$ cat config.mk
export PLATFORM = sky130hd
export DESIGN_NAME = pt2262_encoder
export DESIGN_NICKNAME = d
export VERILOG_FILES = /design/src/logic/pt2262_pkg.sv /design/src/logic/pt2262_encoder.sv /design/src/logic/pt2262_pulse_shaper.sv /design/src/logic/pt2262_frame_seq.sv /design/src/logic/pt2262_addr_decode.sv /design/src/logic/osc_tick.sv
export VERILOG_INCLUDE_DIRS = /design/src /design/src/logic
export SDC_FILE = /design/constraint.sdc
export NUM_CORES = 1
export LEC_CHECK = 0
export CORE_UTILIZATION = 62
export DETAILED_ROUTE_END_ITERATION = 8
export DONT_BUFFER_PORTS = 1
export GPL_TIMING_DRIVEN = 0
export PLACE_DENSITY = 0.78
export SLEW_MARGIN = 20
export SYNTH_ARGS = -nofsm -noshare
export SYNTH_HDL_FRONTEND = slang
export SYNTH_SLANG_ARGS = --single-unit
$ cat constraint.sdc
create_clock -name clk -period 5.7 [get_ports clk]
set_input_delay 1.14 -clock clk [delete_from_list [all_inputs] [get_ports clk]]
set_output_delay 1.14 -clock clk [all_outputs]
set_load 0.1 [all_outputs]
$ cat src/logic/pt2262_cfg.svh
`ifndef PT2262_CFG_SVH
`define PT2262_CFG_SVH

// clk cycles per oscillator period (one alpha)
`define PT_OSC_DIV 4

// Pulse high lengths in alpha
`define PT_SHORT 4
`define PT_LONG 12

// Code bit, two pulses of 16 alpha each
`define PT_BIT_LEN 32

// Sync symbol, short high then a long gap
`define PT_SYNC_LEN 128

`endif
$ cat src/logic/pt2262_pkg.sv
package pt2262_pkg;

    typedef logic [1:0]  trit_code_t;   // 00 zero, 01 one, 1x floating
    typedef logic [15:0] addr_word_t;   // Eight trits, A0 in bits 1:0
    typedef logic [3:0]  data_word_t;   // D3 in the top bit

    // Symbol kind sent to the shaper
    typedef logic [1:0] sym_t;

    localparam sym_t SYM_ZERO = 2'b00;
    localparam sym_t SYM_ONE  = 2'b01;
    localparam sym_t SYM_F    = 2'b10;
    localparam sym_t SYM_SYNC = 2'b11;

    typedef struct packed {
        addr_word_t addr;
        data_word_t data;
    } frame_word_t;

    typedef struct packed {
        logic [7:0] level;        // Driven level per address pin
        logic [7:0] float_mask;   // Pin left open
    } addr_bits_t;

    typedef struct packed {
        logic valid;
        sym_t kind;
    } sym_cmd_t;

endpackage

$ cat src/logic/pt2262_encoder.sv
`timescale 1ns/10ps

// PT2262 style encoder top
module pt2262_encoder (
    input  logic                    clk,
    input  logic                    reset,
    input  logic                    send,
    input  pt2262_pkg::frame_word_t word,
    output logic                    cod,
    output logic                    sync,
    output logic                    frame_done
);

    logic                 tick;       // One alpha
    logic                 sym_done;
    pt2262_pkg::sym_cmd_t cmd;

    osc_tick u_tick (
        .clk   (clk),
        .reset (reset),
        .tick  (tick)
    );

    pt2262_frame_seq u_seq (
        .clk        (clk),
        .reset      (reset),
        .tick       (tick),
        .send       (send),
        .word       (word),
        .sym_done   (sym_done),
        .cmd        (cmd),
        .frame_done (frame_done)
    );

    pt2262_pulse_shaper u_shaper (
        .clk      (clk),
        .reset    (reset),
        .tick     (tick),
        .cmd      (cmd),
        .sym_done (sym_done),
        .cod      (cod),
        .sync     (sync)
    );

endmodule

$ cat src/logic/pt2262_pulse_shaper.sv
`timescale 1ns/10ps
`include "pt2262_cfg.svh"

// Draws the on-air pattern of one symbol at a time
module pt2262_pulse_shaper (
    input  logic                 clk,
    input  logic                 reset,
    input  logic                 tick,
    input  pt2262_pkg::sym_cmd_t cmd,
    output logic                 sym_done,
    output logic                 cod,
    output logic                 sync
);

    localparam int CW       = $clog2(`PT_SYNC_LEN);
    localparam int HALF_LEN = `PT_BIT_LEN / 2;   // One pulse of a code bit

    logic             busy;
    pt2262_pkg::sym_t kind_q;     // Symbol being sent
    logic [CW-1:0]    acnt;       // Alpha within the current segment
    logic             half;       // Second pulse of a code bit
    logic [CW-1:0]    seg_last;
    logic [CW-1:0]    high_len;
    logic             is_sync;
    logic             seg_end;
    logic             sym_end;
    logic             start;

    assign is_sync = (kind_q == pt2262_pkg::SYM_SYNC);

    // Sync is one long segment, code bits are two halves
    assign seg_last = is_sync ? CW'(`PT_SYNC_LEN - 1) : CW'(HALF_LEN - 1);
    assign seg_end  = busy && tick && (acnt == seg_last);
    assign sym_end  = seg_end && (half || is_sync);
    assign start    = tick && cmd.valid && (!busy || sym_end);   // No gap between symbols
    assign sym_done = sym_end;

    always_comb begin
        // Long high for bit 1 and the second half of F
        if (kind_q == pt2262_pkg::SYM_ONE || (kind_q == pt2262_pkg::SYM_F && half)) begin
            high_len = CW'(`PT_LONG);
        end else begin
            high_len = CW'(`PT_SHORT);
        end
    end

    assign cod  = busy && (acnt < high_len);
    assign sync = busy && is_sync && (acnt < CW'(`PT_SHORT));   // Sync pin mirrors only the sync pulse

    always_ff @(posedge clk) begin
        if (reset) begin
            busy <= 1'b0;
            acnt <= '0;
            half <= 1'b0;
        end else if (start) begin
            busy <= 1'b1;
            acnt <= '0;
            half <= 1'b0;
        end else if (sym_end) begin
            busy <= 1'b0;          // Nothing queued, go quiet
        end else if (seg_end) begin
            acnt <= '0;
            half <= 1'b1;
        end else if (busy && tick) begin
            acnt <= acnt + 1'b1;
        end
    end

    always_ff @(posedge clk) begin
        if (start) begin
            kind_q <= cmd.kind;
        end
    end

    a_sync_in_cod: assert property (@(posedge clk) disable iff (reset)
        sync |-> cod);

endmodule

$ cat src/logic/pt2262_frame_seq.sv
`timescale 1ns/10ps

// Walks the frame A0..A7, D3..D0, SYNC and feeds symbols to the shaper
module pt2262_frame_seq (
    input  logic                    clk,
    input  logic                    reset,
    input  logic                    tick,
    input  logic                    send,
    input  pt2262_pkg::frame_word_t word,
    input  logic                    sym_done,
    output pt2262_pkg::sym_cmd_t    cmd,
    output logic                    frame_done
);

    typedef enum logic [3:0] {
        ST_IDLE,
        ST_A0, ST_A1, ST_A2, ST_A3, ST_A4, ST_A5, ST_A6, ST_A7,
        ST_D3, ST_D2, ST_D1, ST_D0,
        ST_SYNC
    } seq_state_t;

    seq_state_t              state;
    seq_state_t              succ;        // State after the current symbol
    seq_state_t              cmd_state;   // Symbol shown on cmd
    pt2262_pkg::frame_word_t word_q;      // Word of the frame on air
    pt2262_pkg::frame_word_t dec_word;
    pt2262_pkg::addr_bits_t  addr_bits;
    logic [2:0]              a_idx;
    logic [1:0]              d_idx;
    logic                    frame_start;

    always_comb begin
        case (state)
            ST_IDLE: succ = ST_IDLE;
            ST_SYNC: succ = send ? ST_A0 : ST_IDLE;   // Repeat while send holds
            default: succ = seq_state_t'(state + 4'd1);
        endcase
    end

    // Next command is shown on the done tick so symbols run back to back
    assign cmd_state = sym_done ? succ : state;

    // A restarted frame takes A0 from the incoming word
    assign dec_word = (state == ST_SYNC) ? word : word_q;

    pt2262_addr_decode u_decode (
        .addr (dec_word.addr),
        .bits (addr_bits)
    );

    assign a_idx = 3'(cmd_state - ST_A0);
    assign d_idx = 2'(ST_D0 - cmd_state);   // D3 first

    always_comb begin
        cmd.valid = (cmd_state != ST_IDLE);
        if (cmd_state == ST_SYNC) begin
            cmd.kind = pt2262_pkg::SYM_SYNC;
        end else if (cmd_state >= ST_D3) begin
            // Data pins are never floating
            cmd.kind = dec_word.data[d_idx] ? pt2262_pkg::SYM_ONE : pt2262_pkg::SYM_ZERO;
        end else if (addr_bits.float_mask[a_idx]) begin
            cmd.kind = pt2262_pkg::SYM_F;
        end else begin
            cmd.kind = addr_bits.level[a_idx] ? pt2262_pkg::SYM_ONE : pt2262_pkg::SYM_ZERO;
        end
    end

    assign frame_done  = sym_done && (state == ST_SYNC);
    assign frame_start = (state == ST_IDLE && tick && send) || (frame_done && send);

    always_ff @(posedge clk) begin
        if (reset) begin
            state <= ST_IDLE;
        end else if (state == ST_IDLE) begin
            if (tick && send) begin
                state <= ST_A0;
            end
        end else if (sym_done) begin
            state <= succ;
        end
    end

    // Word held for the whole frame
    always_ff @(posedge clk) begin
        if (frame_start) begin
            word_q <= word;
        end
    end

    a_idle_no_cmd: assert property (@(posedge clk) disable iff (reset)
        (state == ST_IDLE) |-> !cmd.valid);

    // Shaper paces the frame
    a_step_on_done: assert property (@(posedge clk) disable iff (reset)
        (state != ST_IDLE && !sym_done) |=> $stable(state));

endmodule

$ cat src/logic/pt2262_addr_decode.sv
`timescale 1ns/10ps

// Splits the trit word into levels and an open-pin mask
module pt2262_addr_decode (
    input  pt2262_pkg::addr_word_t addr,
    output pt2262_pkg::addr_bits_t bits
);

    always_comb begin
        pt2262_pkg::trit_code_t code;

        for (int i = 0; i < 8; i++) begin
            code = addr[2*i +: 2];             // Pin i, A0 lowest
            bits.float_mask[i] = code[1];      // 10 and 11 both mean F
            // Low bit carries the level of a driven pin
            if (code[1]) begin
                bits.level[i] = 1'b0;
            end else begin
                bits.level[i] = code[0];
            end
        end
    end

endmodule

$ cat src/logic/osc_tick.sv
`timescale 1ns/10ps
`include "pt2262_cfg.svh"

// Stands in for the RC oscillator, one alpha per tick
module osc_tick (
    input  logic clk,
    input  logic reset,
    output logic tick
);

    localparam int CW = $clog2(`PT_OSC_DIV + 1);

    logic [CW-1:0] cnt;   // Cycles left in this alpha

    always_ff @(posedge clk) begin
        if (reset) begin
            cnt  <= CW'(`PT_OSC_DIV - 1);
            tick <= 1'b0;
        end else if (cnt == '0) begin
            cnt  <= CW'(`PT_OSC_DIV - 1);   // Wrap and reload
            tick <= 1'b1;
        end else begin
            cnt  <= cnt - 1'b1;
            tick <= 1'b0;
        end
    end

    // One clk wide, never back to back
    a_tick_single: assert property (@(posedge clk) disable iff (reset)
        tick |=> !tick);

endmodule

[Word-level counts from Yosys, hierarchy flattened]
Cells that the tools add are included.
Word-level totals
  bits in registers: 39
  logic and storage cells: 86
Cells by class
  equality and inequality tests: 7
  bitwise operators: 1
  order comparisons: 5
  multiplexer cells: 31
  add/subtract/negate cells: 5
  reduce and logical (&&, ||, !) cells: 28
Operator list (number)
  $mux W7: 3
  $mux W20: 1
  $mux W1: 17
  $mux W4: 4
  $logic_and A1 B1 Y1: 14
  $eq A4 B4 Y1 const B: 2
  $pmux W4 S2: 1
  $add A7 B1 Y7 const B: 1
  $eq A7 B7 Y1: 1
  $lt A7 B3 Y1 const B: 1
  $lt A7 B4 Y1: 1
  $bmux W1 S3: 2
  $sub A3 B1 Y3 const B: 2
  $add A4 B1 Y4 const B: 1
  $eq A2 B2 Y1 const B: 2
  $ge A4 B4 Y1 const B: 1
  $logic_not A4 Y1: 1
  $logic_or A1 B1 Y1: 4
  $lt A3 B4 Y1 const B: 1
  $mux W2: 2
  $reduce_and A2 Y1: 2
  $reduce_bool A2 Y1: 2
  $reduce_bool A4 Y1: 1
  $reduce_or A2 Y1: 2
  other kinds (8): 8

[Depth between registers and ports, before layout]
  depth after elaboration: 12
  mapped depth: 13
  depth with buffers taken out: 12

[Modules after synthesis]
A second synthesis with hierarchy kept.
Unflattened totals
  cell total of the unflattened synthesis: 274
  area, all modules: 2524.9 um2
By module, submodules not included
  pt2262_frame_seq: times used 1, cells each 173, area each 1544.0 um2
  pt2262_pulse_shaper: times used 1, cells each 72, area each 665.6 um2
  pt2262_addr_decode: times used 1, cells each 16, area each 170.2 um2
  osc_tick: times used 1, cells each 13, area each 145.1 um2

[Worst setup path before layout]
No wires, ideal clock.
  kind: flip-flop to output port
  start point: register u_shaper.acnt[4]
  end point: output sync
  stages on the path, launching flop included: 4
  slack: 1.097 ns
  arrival: 3.463 ns
  path buffers: 0
  path through: dfxtp_1 nor3_1 nand2_1 nor4_1
On the way
  cells in the longest elaborated chain, start to end: 2
RTL lines
  from (decl): line pt2262_pulse_shaper.sv:20  | logic [CW-1:0] acnt;
  from (signal assigned): line pt2262_pulse_shaper.sv:65  | acnt <= acnt + 1'b1;
  $lt A7 B3 Y1: line pt2262_pulse_shaper.sv:48  | assign sync = busy && is_sync && (acnt < CW'(`PT_SHORT));
  $logic_and A1 B1 Y1: line pt2262_pulse_shaper.sv:48
  to (decl): line pt2262_encoder.sv:10  | output logic sync,
No other way between the ends.

[Worst setup path after layout]
  start point: register u_shaper.kind_q[0]
  end point: output cod
On the way
  cells in the longest elaborated chain, start to end: 6
  elaborated cells on any way between the ends: 7
RTL lines
  from (decl): line pt2262_pulse_shaper.sv:19  | pt2262_pkg::sym_t kind_q;
  from (signal assigned): line pt2262_pulse_shaper.sv:71  | kind_q <= cmd.kind;
  $eq A2 B2 Y1: line pt2262_pulse_shaper.sv:40  | if (kind_q == pt2262_pkg::SYM_ONE || (kind_q == pt2262_pkg::SYM_F && half)) begin
  $logic_and A1 B1 Y1: line pt2262_pulse_shaper.sv:40
  $logic_or A1 B1 Y1 *: line pt2262_pulse_shaper.sv:40
  $mux W4 *: line pt2262_pulse_shaper.sv:40
  $lt A7 B4 Y1 *: line pt2262_pulse_shaper.sv:47  | assign cod = busy && (acnt < high_len);
  $logic_and A1 B1 Y1 *: line pt2262_pulse_shaper.sv:47
  to (decl): line pt2262_encoder.sv:9  | output logic cod,
Mark *: on every way between the ends. The rest lies on a longest branch, timed or not.

==> impl_metrics.yaml <==
critical_path:
  crit_end: "cod"
  required_ns: 4.56
  setup.worst_path.start: "u_shaper.kind_q[0]$_SDFFCE_PN1P_"
  endpoint_kind: "output port"
  r2r-start: "u_seq.state[0]$_SDFFE_PP0P_"
  crit_fanout: 4
  cp-start-kind: "flip-flop"
  r2r_end: "u_shaper.kind_q[0]$_SDFFCE_PN1P_"
  reg2regPathDepth: 12
  critPathKind: "flip-flop to output port"
  worstPathArrival_ns: 2.31
  r2r_setup_slack_ns: 2.29
die:
  core_um2: 3360
  io_pins: 26
  dieArea_um2: 3770
  start_util_pct: 65.0
  num_rows: 21
  die_height_um: 61.4
  die_x_um: 61.4
detailed_routing:
  drc: 0
  drt-total-wl_um: 4270
  drt-pass1-iter-count: 4
  num_vias: 1587
  detail-route-antenna-nets: 0
  vias_per_cell: 6.13
  drt_iter0_markers: 138
  drt-wirelength-per-cell_um: 16.5
synthesis:
  synth_area_per_cell_um2: 10.9
  synthCells: 201
  yosys-top-cells-count: "22 x edfxtp_1, 17 x dfxtp_1, 17 x nor2_1"
  ys_types: 52
  syn_area_um2: 2190
  synthTopCellsByArea: "edfxtp_1 30%, dfxtp_1 16%, ha_1 5.7%, mux4_2 5.1%, mux2i_1 3.2%"
  synth_flop_cell: "edfxtp_1"
  synth_warnings: 0
  synth_nets: 234
  yosysTopAreaCellShare_pct: 30.2
  yosys.area.top_type: "edfxtp_1"
  synth_seq_area_share_pct: 45.8
  yosysMostFrequentCell: "edfxtp_1"
  synthArstFlopShare_pct: 0
  synth-edff-count: 22
  synth_seq_cells: 39
sta:
  fin_setup_tns_ns: 0
  slew_headroom_pct: 28.4
  fmax_ghz: 0.290
  skew_ns: 0.0137
  tightest_slew_ns: 1.07
  rsz0062_at_grt: "false"
  setup_violations: 0
  finalHoldViolCount: 0
  period_share_pct: 60.5
  finalCriticalPeriod_ns: 3.45
  drv_slew: 0
worst_hold_path:
  hold_class: "flip-flop to flip-flop"
clock_tree:
  clock-sinks: 39
  cts_hold_buf: 0
  cts_buffers: 5
  htree_levels: 2
  cts_setup_buffers: 0
  cts_tree: "built"
  clk_latency_ns: 0.36
  cts_buffer_depth: 2
  cts_root_buffer: "clkbuf_4"
  clk_pin_slew_ns: 0.12
  cts-resized-gates: 0
power:
  ir_drop_mv: 0.167
  p_leak_nw: 0.900
  power_density_nw_per_um2: 247
place:
  dp_hpwl_um: 3190
  finalWeightedCongestion: 0.833
  port_buffers: 0
  placed_cell_area_um2: 2330
global_route:
  antenna_found_initial: 0
  grt_pass1_vias: 1518
  grt_pass1_wl_um: 6830
  grt_max_degree: 18
  grt_use_total_pct: 26.1
  grt_overflow: 0
final_layout:
  postLayoutCellArea_um2: 2420
  layout-drive-gt1-share_pct: 15.0
  nets: 245
  area_growth_pct: 10.5
  antennaDiodeCount: 0
run:
  drv_cap: 0
outcome:
  status: "finished, final reports clean"
==> sequential cells by signal, indices dropped and copies added (netlist names) <==
name,count
u_shaper.kind_q,2
u_shaper.half,1
u_shaper.acnt,7
u_tick.tick,1
u_shaper.busy,1
u_seq.word_q,20
u_seq.state,4
u_tick.cnt,3
==> final cells by class <==
class,instances,area [µm²]
inverter,15,56.3
clock buffer,8,91.3
sequential,39,1000
tap,46,57.6
buffer,6,32.5
fill,266,946
timing repair buffer,4,57.6
multi-input combinational,141,1120
==> logic make-up (layout without fill, tap and decap cells) <==
group / Yosys count / in the layout / synth area share (%)
simple gates: 74 / 74 / 19.6
xor+xnor: 7 / 7 / 2.80
flops: 39 / 39 / 45.8
buf+inv: 21 / 33 / 4.06
fa+ha+maj: 10 / 10 / 5.72
compound gates: 35 / 35 / 11.3
mux: 15 / 15 / 10.8
==> power by group <==
part	total, W	internal [W]	switching [W]
Combinational	0.0000919	0.0000447	0.0000472
Clock	0.000195	0.000102	0.0000935
Sequential	0.000310	0.000305	0.00000554
Total	0.000597	0.000451	0.000146
==> worst max-delay path, cell delays in order, from the launching register on <==
cell and delay [ns]:
edfxtp_1 0.46, nor2b_1 0.15, mux2i_1 0.10, ha_1 0.32, a211oi_4 0.91
==> layout by cell type, fill, tap and decap left out, types with 3 or more instances in the layout <==
| master | instances |
|---|---|
| nand3b_1 | 8 |
| a21oi_1 | 11 |
| nand2_1 | 10 |
| and3_1 | 4 |
| clkbuf_4 | 5 |
| nand3_1 | 7 |
| inv_1 | 15 |
| xor2_1 | 3 |
| dfxtp_1 | 17 |
| mux2i_1 | 7 |
| o21ai_0 | 3 |
| clkbuf_1 | 4 |
| edfxtp_1 | 22 |
| nor2_1 | 16 |
| xnor2_1 | 4 |
| mux4_2 | 5 |
| nor3b_1 | 4 |
| nor3_1 | 4 |
| ha_1 | 10 |
| a31oi_1 | 6 |
==> worst min path at each step <==
stage                                         from                        to  slack (ns)  cells after the start
after detailed placement  u_tick.cnt[0]$_SDFF_PP1_  u_tick.cnt[0]$_SDFF_PP1_        0.38                      1
after global placement    u_tick.cnt[0]$_SDFF_PP1_  u_tick.cnt[0]$_SDFF_PP1_        0.37                      1
after CTS                 u_tick.cnt[0]$_SDFF_PP1_  u_tick.cnt[0]$_SDFF_PP1_        0.40                      1
final                     u_tick.cnt[0]$_SDFF_PP1_  u_tick.cnt[0]$_SDFF_PP1_        0.40                      1
after floorplan           u_tick.cnt[0]$_SDFF_PP1_  u_tick.cnt[0]$_SDFF_PP1_        0.36                      1
after global routing      u_tick.cnt[0]$_SDFF_PP1_  u_tick.cnt[0]$_SDFF_PP1_        0.41                      1
==> through the flow <==
| stage | worst slack [ns] | hold slack [ns] | total power [W] | utilization, % | cells |
|---|---|---|---|---|---|
| 2_1_floorplan | 1.10 | 0.358 | 0.000390 | - | 201 |
| 3_3_place_gp | 0.964 | 0.366 | 0.000404 | 66.7 | 247 |
| 3_5_place_dp | 2.21 | 0.376 | 0.000407 | 69.2 | 251 |
| 4_1_cts | 2.24 | 0.403 | 0.000600 | 71.9 | 259 |
| 5_1_grt | 2.14 | 0.415 | 0.000621 | 71.9 | 259 |
| 6_report | 2.25 | 0.400 | 0.000597 | 71.9 | 259 |
==> per-layer routing <==
metal	vias to the layer above	GRT usage [%]	wire [µm]
met5	-	0	0
met4	0	10.5	78
met3	9	8.19	212
met2	51	45.5	2260
met1	757	30.0	1720
li1	770	-	-
Note: power is estimated with default switching activity, not from simulation.
